`config.mk`:
```
export PLATFORM = sky130hd
export DESIGN_NAME = cam_display_top
export DESIGN_NICKNAME = d
export VERILOG_FILES = /design/src/video_pkg.sv /design/src/control_pkg.sv /design/src/mode_controller.sv /design/src/raster_counter.sv /design/src/pixel_convert.sv /design/src/display_mux.sv /design/src/cam_display_top.sv
export SDC_FILE = /design/constraint.sdc
export NUM_CORES = 1
export LEC_CHECK = 0
export ABC_CLOCK_PERIOD_IN_PS = 9300
export BUFFER_PORTS_ARGS = -buffer_cell sky130_fd_sc_hd__buf_2
export CAP_MARGIN = 30
export CORE_MARGIN = 2
export CORE_UTILIZATION = 45
export CTS_CLUSTER_SIZE = 8
export DETAILED_ROUTE_END_ITERATION = 10
export PLACE_DENSITY_LB_ADDON = 0.12
export SLEW_MARGIN = 25
export SYNTH_ARGS = -nofsm -noshare
export SYNTH_HDL_FRONTEND = slang
export SYNTH_SLANG_ARGS = --single-unit
```
`constraint.sdc`:
```
create_clock -name clk_25_vga -period 9.3 [get_ports clk_25_vga]
set_clock_uncertainty 0.1 [all_clocks]
set_input_delay 0.93 -clock clk_25_vga [delete_from_list [all_inputs] [get_ports clk_25_vga]]
set_output_delay 0.93 -clock clk_25_vga [all_outputs]
set_load 0.05 [all_outputs]
```
`src/video_pkg.sv`:
```
`default_nettype none

package video_pkg;

    // ========================================
    // pixel and frame-buffer widths
    // ========================================
    localparam int pixel_w  = 8;   // one colour channel
    localparam int rgb565_w = 16;  // frame-buffer word

    // RGB565 field positions
    localparam int red_msb   = 15;
    localparam int red_lsb   = 11;
    localparam int green_msb = 10;
    localparam int green_lsb = 5;
    localparam int blue_msb  = 4;
    localparam int blue_lsb  = 0;

    // ========================================
    // grayscale weights
    // ========================================
    // weights add up to 252, sum is shifted right by 8
    localparam logic [7:0] gray_wr = 8'd76;
    localparam logic [7:0] gray_wg = 8'd150;
    localparam logic [7:0] gray_wb = 8'd26;

    // ========================================
    // default 640x480 raster
    // ========================================
    localparam int def_h_active = 640;
    localparam int def_h_front  = 16;
    localparam int def_h_sync   = 96;
    localparam int def_h_back   = 48;

    localparam int def_v_active = 480;
    localparam int def_v_front  = 10;
    localparam int def_v_sync   = 2;
    localparam int def_v_back   = 33;

    // cycles from address to data at the frame buffer
    localparam int def_mem_rd_lat = 2;

endpackage

`default_nettype wire

```
`src/control_pkg.sv`:
```
`default_nettype none

package control_pkg;

    // ========================================
    // remote-control key codes
    // ========================================
    typedef enum logic [7:0] {
        key_red    = 8'h01,
        key_gray   = 8'h0F,
        key_orig   = 8'h12,  // OK button
        key_thresh = 8'h13,
        key_up     = 8'h1A,
        key_down   = 8'h1E
    } key_code_e;

    // display modes, also the controller state
    typedef enum logic [1:0] {
        mode_orig   = 2'd0,
        mode_gray   = 2'd1,
        mode_thresh = 2'd2,
        mode_red    = 2'd3
    } display_mode_e;

    // ========================================
    // threshold adjustment
    // ========================================
    localparam logic [7:0] thr_reset = 8'd64;
    localparam logic [7:0] thr_step  = 8'd5;
    localparam logic [7:0] thr_min   = 8'd0;    // saturation floor
    localparam logic [7:0] thr_max   = 8'd255;  // saturation ceiling

    // red-object mask limits
    localparam logic [7:0] red_min = 8'hC0;
    localparam logic [7:0] gb_max  = 8'h60;  // green and blue stay below this

endpackage

`default_nettype wire

```
`src/mode_controller.sv`:
```
`timescale 1ns/1ps
`default_nettype none

module mode_controller (
    input  logic                       clk_25_vga,
    input  logic                       rst_n_50m,
    input  logic [7:0]                 ir_code,
    input  logic                       ir_valid,
    output control_pkg::display_mode_e display_mode,
    output logic [7:0]                 threshold
);

    control_pkg::display_mode_e mode_next;
    logic [7:0]                 thr_next;
    logic [7:0]                 thr_up;
    logic [7:0]                 thr_dn;

    // saturating steps
    assign thr_up = (threshold > (control_pkg::thr_max - control_pkg::thr_step))
                    ? control_pkg::thr_max
                    : threshold + control_pkg::thr_step;
    assign thr_dn = (threshold < (control_pkg::thr_min + control_pkg::thr_step))
                    ? control_pkg::thr_min
                    : threshold - control_pkg::thr_step;

    // ========================================
    // key decode
    // ========================================
    always_comb begin
        mode_next = display_mode;
        thr_next  = threshold;
        if (ir_valid) begin
            case (ir_code)
                control_pkg::key_orig: begin
                    mode_next = control_pkg::mode_orig;
                end
                control_pkg::key_gray: begin
                    mode_next = control_pkg::mode_gray;
                end
                control_pkg::key_thresh: begin
                    mode_next = control_pkg::mode_thresh;
                end
                control_pkg::key_red: begin
                    mode_next = control_pkg::mode_red;
                end
                control_pkg::key_up: begin
                    thr_next = thr_up;
                end
                control_pkg::key_down: begin
                    thr_next = thr_dn;
                end
                default: begin
                    // unknown key, hold everything
                end
            endcase
        end
    end

    // ========================================
    // state and threshold registers
    // ========================================
    always_ff @(posedge clk_25_vga) begin
        if (!rst_n_50m) begin
            display_mode <= control_pkg::mode_orig;
            threshold    <= control_pkg::thr_reset;
        end else begin
            display_mode <= mode_next;
            threshold    <= thr_next;
        end
    end

endmodule

`default_nettype wire

```
`src/raster_counter.sv`:
```
`timescale 1ns/1ps
`default_nettype none

module raster_counter #(
    parameter int h_active = video_pkg::def_h_active,
    parameter int h_front  = video_pkg::def_h_front,
    parameter int h_sync   = video_pkg::def_h_sync,
    parameter int h_back   = video_pkg::def_h_back,
    parameter int v_active = video_pkg::def_v_active,
    parameter int v_front  = video_pkg::def_v_front,
    parameter int v_sync   = video_pkg::def_v_sync,
    parameter int v_back   = video_pkg::def_v_back,
    parameter int addr_w   = 19
) (
    input  logic              clk_25_vga,
    input  logic              rst_n_50m,
    output logic [addr_w-1:0] pixel_addr,
    output logic              active_raw,
    output logic              hsync_raw,
    output logic              vsync_raw
);

    localparam int h_total  = h_active + h_front + h_sync + h_back;
    localparam int v_total  = v_active + v_front + v_sync + v_back;
    localparam int hs_start = h_active + h_front;  // sync follows the front porch
    localparam int vs_start = v_active + v_front;
    localparam int hcnt_w   = $clog2(h_total);
    localparam int vcnt_w   = $clog2(v_total);

    logic [hcnt_w-1:0] h_cnt;
    logic [vcnt_w-1:0] v_cnt;
    logic [addr_w-1:0] addr_cnt;  // address of the current active pixel
    logic              line_end;
    logic              frame_end;

    assign line_end  = (h_cnt == hcnt_w'(h_total - 1));
    assign frame_end = line_end && (v_cnt == vcnt_w'(v_total - 1));

    // ========================================
    // position counters
    // ========================================
    always_ff @(posedge clk_25_vga) begin
        if (!rst_n_50m) begin
            h_cnt <= '0;
            v_cnt <= '0;
        end else if (line_end) begin
            h_cnt <= '0;
            if (frame_end) begin
                v_cnt <= '0;
            end else begin
                v_cnt <= v_cnt + 1'b1;
            end
        end else begin
            h_cnt <= h_cnt + 1'b1;
        end
    end

    // running address, restarts every frame
    always_ff @(posedge clk_25_vga) begin
        if (!rst_n_50m) begin
            addr_cnt <= '0;
        end else if (frame_end) begin
            addr_cnt <= '0;
        end else if (active_raw) begin
            addr_cnt <= addr_cnt + 1'b1;
        end
    end

    // ========================================
    // decoded outputs
    // ========================================
    assign active_raw = (h_cnt < hcnt_w'(h_active)) && (v_cnt < vcnt_w'(v_active));

    // active low
    assign hsync_raw = !((h_cnt >= hcnt_w'(hs_start)) &&
                         (h_cnt <  hcnt_w'(hs_start + h_sync)));
    assign vsync_raw = !((v_cnt >= vcnt_w'(vs_start)) &&
                         (v_cnt <  vcnt_w'(vs_start + v_sync)));

    assign pixel_addr = active_raw ? addr_cnt : '0;  // zero in blanking

endmodule

`default_nettype wire

```
`src/pixel_convert.sv`:
```
`timescale 1ns/1ps
`default_nettype none

module pixel_convert (
    input  logic                             clk_25_vga,
    input  logic                             rst_n_50m,
    input  logic [video_pkg::rgb565_w-1:0]   pixel_data,
    output logic [video_pkg::pixel_w-1:0]    r,
    output logic [video_pkg::pixel_w-1:0]    g,
    output logic [video_pkg::pixel_w-1:0]    b,
    output logic [video_pkg::pixel_w-1:0]    gray
);

    // ones appended below each field
    localparam int red_pad   = video_pkg::pixel_w -
                               (video_pkg::red_msb - video_pkg::red_lsb + 1);
    localparam int green_pad = video_pkg::pixel_w -
                               (video_pkg::green_msb - video_pkg::green_lsb + 1);
    localparam int blue_pad  = video_pkg::pixel_w -
                               (video_pkg::blue_msb - video_pkg::blue_lsb + 1);

    logic [video_pkg::pixel_w-1:0]   r888;
    logic [video_pkg::pixel_w-1:0]   g888;
    logic [video_pkg::pixel_w-1:0]   b888;
    logic [2*video_pkg::pixel_w-1:0] gray_sum;  // max 255*252, no overflow

    // ========================================
    // RGB565 to RGB888
    // ========================================
    assign r888 = {pixel_data[video_pkg::red_msb:video_pkg::red_lsb], {red_pad{1'b1}}};
    assign g888 = {pixel_data[video_pkg::green_msb:video_pkg::green_lsb], {green_pad{1'b1}}};
    assign b888 = {pixel_data[video_pkg::blue_msb:video_pkg::blue_lsb], {blue_pad{1'b1}}};

    // weighted luma
    assign gray_sum = r888 * video_pkg::gray_wr
                    + g888 * video_pkg::gray_wg
                    + b888 * video_pkg::gray_wb;

    // ========================================
    // output register
    // ========================================
    always_ff @(posedge clk_25_vga) begin
        if (!rst_n_50m) begin
            r    <= '0;
            g    <= '0;
            b    <= '0;
            gray <= '0;
        end else begin
            r    <= r888;
            g    <= g888;
            b    <= b888;
            gray <= gray_sum[2*video_pkg::pixel_w-1:video_pkg::pixel_w];  // >> 8
        end
    end

endmodule

`default_nettype wire

```
`src/display_mux.sv`:
```
`timescale 1ns/1ps
`default_nettype none

module display_mux #(
    parameter int mem_rd_lat = video_pkg::def_mem_rd_lat
) (
    input  logic                          clk_25_vga,
    input  logic                          rst_n_50m,
    input  control_pkg::display_mode_e    display_mode,
    input  logic [7:0]                    threshold,
    input  logic [video_pkg::pixel_w-1:0] r,
    input  logic [video_pkg::pixel_w-1:0] g,
    input  logic [video_pkg::pixel_w-1:0] b,
    input  logic [video_pkg::pixel_w-1:0] gray,
    input  logic                          active_raw,
    input  logic                          hsync_raw,
    input  logic                          vsync_raw,
    output logic [video_pkg::pixel_w-1:0] vga_r,
    output logic [video_pkg::pixel_w-1:0] vga_g,
    output logic [video_pkg::pixel_w-1:0] vga_b,
    output logic                          vga_hsync,
    output logic                          vga_vsync
);

    localparam int n_stages = mem_rd_lat + 1;  // memory read plus convert register

    localparam logic [video_pkg::pixel_w-1:0] ch_full = '1;

    logic [2:0]                    flag_dly [n_stages];  // {active, hsync, vsync}
    logic                          active_al;
    logic                          hsync_al;
    logic                          vsync_al;
    logic [video_pkg::pixel_w-1:0] sel_r;
    logic [video_pkg::pixel_w-1:0] sel_g;
    logic [video_pkg::pixel_w-1:0] sel_b;

    // ========================================
    // flag alignment
    // ========================================
    always_ff @(posedge clk_25_vga) begin
        if (!rst_n_50m) begin
            for (int i = 0; i < n_stages; i++) begin
                flag_dly[i] <= 3'b011;  // inactive, syncs high
            end
        end else begin
            flag_dly[0] <= {active_raw, hsync_raw, vsync_raw};
            for (int i = 1; i < n_stages; i++) begin
                flag_dly[i] <= flag_dly[i-1];
            end
        end
    end

    assign {active_al, hsync_al, vsync_al} = flag_dly[n_stages-1];

    // ========================================
    // per-mode colour select
    // ========================================
    always_comb begin
        sel_r = '0;
        sel_g = '0;
        sel_b = '0;
        if (active_al) begin
            case (display_mode)
                control_pkg::mode_orig: begin
                    sel_r = r;
                    sel_g = g;
                    sel_b = b;
                end
                control_pkg::mode_gray: begin
                    sel_r = gray;
                    sel_g = gray;
                    sel_b = gray;
                end
                control_pkg::mode_thresh: begin
                    if (gray >= threshold) begin
                        sel_r = ch_full;
                        sel_g = ch_full;
                        sel_b = ch_full;
                    end
                end
                control_pkg::mode_red: begin
                    if ((r >= control_pkg::red_min) &&
                        (g < control_pkg::gb_max) && (b < control_pkg::gb_max)) begin
                        sel_r = ch_full;  // mask shown in pure red
                    end
                end
            endcase
        end
    end

    always_ff @(posedge clk_25_vga) begin
        if (!rst_n_50m) begin
            vga_r     <= '0;
            vga_g     <= '0;
            vga_b     <= '0;
            vga_hsync <= 1'b1;
            vga_vsync <= 1'b1;
        end else begin
            vga_r     <= sel_r;
            vga_g     <= sel_g;
            vga_b     <= sel_b;
            vga_hsync <= hsync_al;
            vga_vsync <= vsync_al;
        end
    end

endmodule

`default_nettype wire

```
`src/cam_display_top.sv`:
```
`timescale 1ns/1ps
`default_nettype none

module cam_display_top #(
    parameter int h_active   = video_pkg::def_h_active,
    parameter int h_front    = video_pkg::def_h_front,
    parameter int h_sync     = video_pkg::def_h_sync,
    parameter int h_back     = video_pkg::def_h_back,
    parameter int v_active   = video_pkg::def_v_active,
    parameter int v_front    = video_pkg::def_v_front,
    parameter int v_sync     = video_pkg::def_v_sync,
    parameter int v_back     = video_pkg::def_v_back,
    parameter int addr_w     = 19,  // 640x480 fits in 19 bits
    parameter int mem_rd_lat = video_pkg::def_mem_rd_lat
) (
    input  logic                           clk_25_vga,
    input  logic                           rst_n_50m,
    input  logic [7:0]                     ir_code,
    input  logic                           ir_valid,
    input  logic [video_pkg::rgb565_w-1:0] pixel_data,  // from the frame buffer
    output logic [addr_w-1:0]              pixel_addr,
    output logic [video_pkg::pixel_w-1:0]  vga_r,
    output logic [video_pkg::pixel_w-1:0]  vga_g,
    output logic [video_pkg::pixel_w-1:0]  vga_b,
    output logic                           vga_hsync,
    output logic                           vga_vsync
);

    control_pkg::display_mode_e    display_mode;
    logic [7:0]                    threshold;
    logic                          active_raw;
    logic                          hsync_raw;
    logic                          vsync_raw;
    logic [video_pkg::pixel_w-1:0] r;
    logic [video_pkg::pixel_w-1:0] g;
    logic [video_pkg::pixel_w-1:0] b;
    logic [video_pkg::pixel_w-1:0] gray;

    // ========================================
    // control and raster
    // ========================================
    mode_controller mode_controller_inst (
        .clk_25_vga  (clk_25_vga),
        .rst_n_50m   (rst_n_50m),
        .ir_code     (ir_code),
        .ir_valid    (ir_valid),
        .display_mode(display_mode),
        .threshold   (threshold)
    );

    raster_counter #(
        .h_active(h_active),
        .h_front (h_front),
        .h_sync  (h_sync),
        .h_back  (h_back),
        .v_active(v_active),
        .v_front (v_front),
        .v_sync  (v_sync),
        .v_back  (v_back),
        .addr_w  (addr_w)
    ) raster_counter_inst (
        .clk_25_vga(clk_25_vga),
        .rst_n_50m (rst_n_50m),
        .pixel_addr(pixel_addr),
        .active_raw(active_raw),
        .hsync_raw (hsync_raw),
        .vsync_raw (vsync_raw)
    );

    // ========================================
    // pixel path
    // ========================================
    pixel_convert pixel_convert_inst (
        .clk_25_vga(clk_25_vga),
        .rst_n_50m (rst_n_50m),
        .pixel_data(pixel_data),
        .r         (r),
        .g         (g),
        .b         (b),
        .gray      (gray)
    );

    display_mux #(
        .mem_rd_lat(mem_rd_lat)
    ) display_mux_inst (
        .clk_25_vga  (clk_25_vga),
        .rst_n_50m   (rst_n_50m),
        .display_mode(display_mode),
        .threshold   (threshold),
        .r           (r),
        .g           (g),
        .b           (b),
        .gray        (gray),
        .active_raw  (active_raw),
        .hsync_raw   (hsync_raw),
        .vsync_raw   (vsync_raw),
        .vga_r       (vga_r),
        .vga_g       (vga_g),
        .vga_b       (vga_b),
        .vga_hsync   (vga_hsync),
        .vga_vsync   (vga_vsync)
    );

endmodule

`default_nettype wire

```
* Word-level counts from Yosys, hierarchy flattened *
Memories as Yosys holds them, arrays and structs flattened.
Cells that the tools add are included.

word-level totals
  memories = 1
  input port bits = 27
  RAM bits = 9
  register bits after elaboration = 107

cells by class
  reduce and logical (&&, ||, !) cells = 16
  eq/ne operators = 11
  bitwise operators = 4
  add/subtract/negate cells = 7
  order comparisons = 12
  $mul = 3
  multiplexer cells = 19

memory list
  memory                     depth  width  read ports  clocked after Yosys merged registers in  write ports  RTL line           source
  display_mux_inst.flag_dly  3      3      3           0                                        3            display_mux.sv:29  logic [2:0] flag_dly [n_stages];

operator list
  cell                                                          number
  one-hot mux 8 bit (3 select lines)                            2
  == test 8 x 5 -> 1 bit (second input constant)                4
  two-way mux 8 bit                                             4
  one-hot mux 8 bit (4 select lines)                            1
  adder 10 x 1 -> 10 bit (second input constant)                2
  == test 10 bit (second input constant)                        2
  less-than comparator 10 bit (second input constant)           2
  less-than comparator 10 x 9 -> 1 bit (second input constant)  2
  adder 19 x 1 -> 19 bit (second input constant)                1
  two-way mux 19 bit                                            1
  adder 15 x 16 -> 16 bit                                       1
  adder 16 x 13 -> 16 bit                                       1
  less-than comparator 8 x 7 -> 1 bit (second input constant)   2
  one-hot mux 8 bit (2 select lines)                            1
  multiplier 8 x 7 -> 15 bit (second input constant)            1
  two-way mux 3 bit                                             5
  multiplier 8 x 5 -> 13 bit (second input constant)            1
  multiplier 8 x 4 -> 12 bit (second input constant)            1
  >= comparator 10 bit (second input constant)                  1
  >= comparator 10 x 9 -> 1 bit (second input constant)         1
  two-way mux 10 bit                                            1
  adder 8 x 3 -> 8 bit (second input constant)                  1
  == test 8 x 1 -> 1 bit (second input constant)                1
  == test 8 x 4 -> 1 bit (second input constant)                1
  19 further kinds                                              32

* Logic depth before layout (Yosys ltp) *
  depth after elaboration = 5
  depth in mapped cells = 21
  mapped depth without buffers = 21

* Cells and area by module *
From an unflattened synthesis, not the netlist that was laid out.

unflattened totals
  cells, all modules = 898
  area total of the unflattened synthesis = 7,697.4 µm²

by module, submodules not included
  module           times used  cells each  area an instance (µm²)
  pixel_convert    1           353         3,099.2
  raster_counter   1           253         2,072.0
  display_mux      1           166         1,544.0
  mode_controller  1           126         982.2

* Least setup slack after synthesis *
OpenSTA, ideal clock, no wires.

  path kind = input to register
  from = in pixel_data[7] in the netlist's numbering
  to = reg pixel_convert_inst.gray[7] in the netlist's numbering
  path slack = 4.029 ns
  required time = 9.084 ns
  data arrival time = 5.056 ns
  stages = 19
  buffers on the path = 0
  library setup time = 0.116 ns
  cell sequence = ha_1 > fa_1 > fa_1 > inv_1 > ha_1 > o21a_1 > o21ai_0 > o311ai_1 > or3_1 > nand2_1 > fa_1 > inv_1 > ha_1 > a21o_1 > a21o_1 > a22o_1 > a31oi_1 > nand3_1 > and3b_1

between the ends
  longest elaborated chain between the ends = 3

RTL lines
  element                     RTL line               source
  start, declared             cam_display_top.sv:20  input logic [video_pkg::rgb565_w-1:0] pixel_data,
  multiplier 8 x 7 -> 15 bit  pixel_convert.sv:36    + g888 * video_pkg::gray_wg
  adder 15 x 16 -> 16 bit     pixel_convert.sv:36
  adder 16 x 13 -> 16 bit     pixel_convert.sv:37    + b888 * video_pkg::gray_wb;
  end signal, assigned        pixel_convert.sv:52    gray <= gray_sum[2*video_pkg::pixel_w-1:video_pkg::pixel_w];
  end, declared               pixel_convert.sv:11    output logic [video_pkg::pixel_w-1:0] gray

Every way passes these cells.
A chain may end at the register's enable or synchronous reset.

* Worst setup path in the final report *
  from = in pixel_data[6] in the netlist's numbering
  to = reg pixel_convert_inst.gray[7] in the netlist's numbering

The elaborated chain is that of the path after synthesis.

==> out/qor.yml <==
status: "complete, no violations"
num_vias: 5647
htreeDepth: 3
cts_buffers: 9
synth_top_area_cell: "dfxtp_1"
tightest_slew_ns: 0.911
cts_tree: "built"
grt_pass1_wl_um: 25600
nets: 1038
antenna_cells: 0
start_kind: "input pin"
clock_path_buffers: 2
dp_cells: 1111
p_leak_uw: 0.00372
synth_top_area_share_pct: 29.3
relSlewSlack_pct: 39.2
cts_sinks: 107
wl_per_cell_um: 13.5
syn2layout_area_growth_pct: 11.1
synthFlopType: "dfxtp_1"
seq_area_frac_synth_pct: 29.3
grt_remaining_overflow: 0
dr.pass1.iters: 4
cts_hold_buf: 0
synthTopCellsByCount: "dfxtp_1 (107), ha_1 (87), inv_1 (74)"
critPathCaptureType: "register"
layout-drive-gt1-share_pct: 12.5
switching_share_pct: 38.7
setup_tns_ns: 0
layout_min_cycle_time_ns: 5.31
synth_area_mm2: 0.00731
hpwl_um: 11600
fp.dieH_um: 131
synthDistinctLibCells: 68
internal-power_uw: 1110
ir_worst_vdd_uv: 174
p_switching_uw: 701
clk_pin_slew_worst_paths_ns: 0.07
cts_root_buf: "clkbuf_16"
synthesis.nets: 982
ant_nets: 0
placeableCoreArea_mm2: 0.0159
totalWireLength_um: 15200
async_flop_share_pct: 0
powerDensity_mw_per_mm2: 223
required_ns: 9.44
insertion_delay_ns: 0.35
maxSlewViolCount: 0
rsz0062_at_grt: "false"
yosys-top-cells-area: "dfxtp_1 (29%), ha_1 (15%), fa_1 (4.9%)"
ys_ff_latch: 107
hold_viol_final: 0
clock_power_share_pct: 22.0
initial_core_util_pct: 46.0
grt_pass1_vias: 5278
dieWidth_um: 131
initialDrtViolationCount: 408
critical_path_class: "in2reg"
synth-edff-count: 0
grt_util_all_layers_pct: 17.9
layoutNonFillerInstCount: 1127
die_area_mm2: 0.0173
path_max_fanout: 7
synth_cells: 850
rows: 46
post-route-period-util_pct: 57.1
p_comb_share_pct: 49.3
ys_warn_count: 0
antenna_found_initial: 0
syn_avg_cell_area_um2: 8.60
post_cts_buffers: 0
grt_max_degree: 54
clock.fmax_mhz: 188
via_per_inst: 5.01
final_core_util_pct: 51.1
finalSetupViolCount: 0
hold_class: "reg2reg"
holdWs_ns: 0.309
io_buffers: 71
power_frac_seq_pct: 28.7
ctsResizeCount: 0
cp_data_arrival_time_ns: 5.45
yosysMostFrequentCell: "dfxtp_1"
pin_count: 72
drc: 0
drv_cap: 0
gp_congestion: 0.811
cell type report:
cell class                 count  area [um2]
clock inverter                 7        91.3
fill                        1581        7770
timing repair buffer          73         370
sequential                   107        2140
clock buffer                   9         225
tap                          216         270
multi-input combinational    641        4740
inverter                      74         278
cells in the final DEF, fill, tap and decap left out, types with 3 or more instances in the layout:
| cell | count |
|---|---|
| a211oi_1 | 3 |
| a21boi_0 | 6 |
| a21boi_1 | 3 |
| a21o_1 | 13 |
| a21oi_1 | 52 |
| a31oi_1 | 4 |
| and2_1 | 46 |
| and3_1 | 10 |
| and3b_1 | 3 |
| and4_1 | 6 |
| buf_2 | 71 |
| clkbuf_16 | 9 |
| dfxtp_1 | 107 |
| fa_1 | 18 |
| ha_1 | 87 |
| inv_1 | 74 |
| nand2_1 | 54 |
| nand2b_1 | 25 |
| nand3_1 | 21 |
| nand4_1 | 10 |
| nand4b_1 | 5 |
| nor2_1 | 60 |
| nor2_2 | 6 |
| nor2b_1 | 9 |
| nor3_1 | 22 |
| nor4_1 | 4 |
| o211ai_1 | 4 |
| o21a_1 | 20 |
| o21ai_0 | 38 |
| o31a_1 | 4 |
| o41ai_1 | 3 |
| or2_2 | 4 |
| or3_1 | 8 |
| xnor2_1 | 26 |
| xor2_1 | 33 |
critical path, cell delays in order:
cell     delay [ns]
buf_2          0.15
ha_1           0.29
inv_1          0.06
ha_1           0.27
inv_1          0.05
fa_1           0.49
inv_1          0.04
ha_1           0.32
o21ai_0        0.09
nor2_1         0.24
o21a_1         0.16
nor2_1         0.04
xor2_1         0.16
fa_1           0.50
inv_1          0.04
ha_1           0.34
a21oi_1        0.16
nand2_1        0.11
o41ai_2        0.47
a31oi_1        0.19
a21oi_1        0.17
and3b_1        0.18
flip-flops by register name, indices dropped and copies added, names as in the netlist:
name                               cells
mode_controller_inst.display_mode      2
display_mux_inst.flag_dly              9
mode_controller_inst.threshold         8
raster_counter_inst.h_cnt             10
pixel_convert_inst.gray                8
display_mux_inst.vga_g                 6
pixel_convert_inst.r                   5
raster_counter_inst.addr_cnt          19
display_mux_inst.vga_hsync             1
pixel_convert_inst.b                   6
pixel_convert_inst.g                   6
display_mux_inst.vga_vsync             1
display_mux_inst.vga_b                 8
raster_counter_inst.v_cnt             10
display_mux_inst.vga_r                 8
logic make-up (layout without fill, tap and decap cells):
family | Yosys count | count (layout) | synth area share, %
AND/OR/NAND/NOR | 307 | 307 | 23.0
AO/OA/AOI/OAI | 168 | 168 | 14.6
flip-flops | 107 | 107 | 29.3
adder cells (fa/ha/maj) | 105 | 105 | 19.8
buffers and inverters | 102 | 163 | 5.82
XOR/XNOR | 59 | 59 | 7.07
multiplexers | 2 | 2 | 0.291
per-layer routing:
| metal | part of all wire (%) | track usage [%] | vias up | wire length (um) |
|---|---|---|---|---|
| met5 | 0 | 0 | - | 0 |
| met4 | 1.0 | 4.77 | 0 | 154 |
| met3 | 2.2 | 2.08 | 12 | 331 |
| met2 | 48 | 30.2 | 75 | 7220 |
| met1 | 49 | 24.3 | 2534 | 7460 |
| li1 | - | - | 3026 | - |
stage by stage:
stage	cell area (um2)	total power (uW)	worst slack (ns)
floorplan	7310	1250	4.03
global placement	7790	1420	3.69
detailed placement	7800	1420	3.61
CTS	8120	1820	3.99
global route	8120	1990	3.58
finish	8120	1810	3.99
power by group through the flow:
stage	clock (uW)	combinational, uW	sequential (uW)
final	398	892	520
after global routing	427	1040	523
after CTS	408	896	520
after detailed placement	0	891	531
after global placement	0	888	531
after floorplan	0	723	523
path summary, 6_finish.rpt:
kind                                   startpoint                         endpoint  slack [ns]  cells past startpoint
setup / recovery                    pixel_data[6]       pixel_convert_inst.gray[7]        3.99                     22
hold / removal    display_mux_inst.flag_dly[0][0]  display_mux_inst.flag_dly[0][3]        0.31                      1
setup reg to reg     raster_counter_inst.h_cnt[0]     raster_counter_inst.v_cnt[9]        6.83                      6
hold reg to reg   display_mux_inst.flag_dly[0][0]  display_mux_inst.flag_dly[0][3]        0.31                      1
Note: power is estimated with default switching activity, not from simulation.
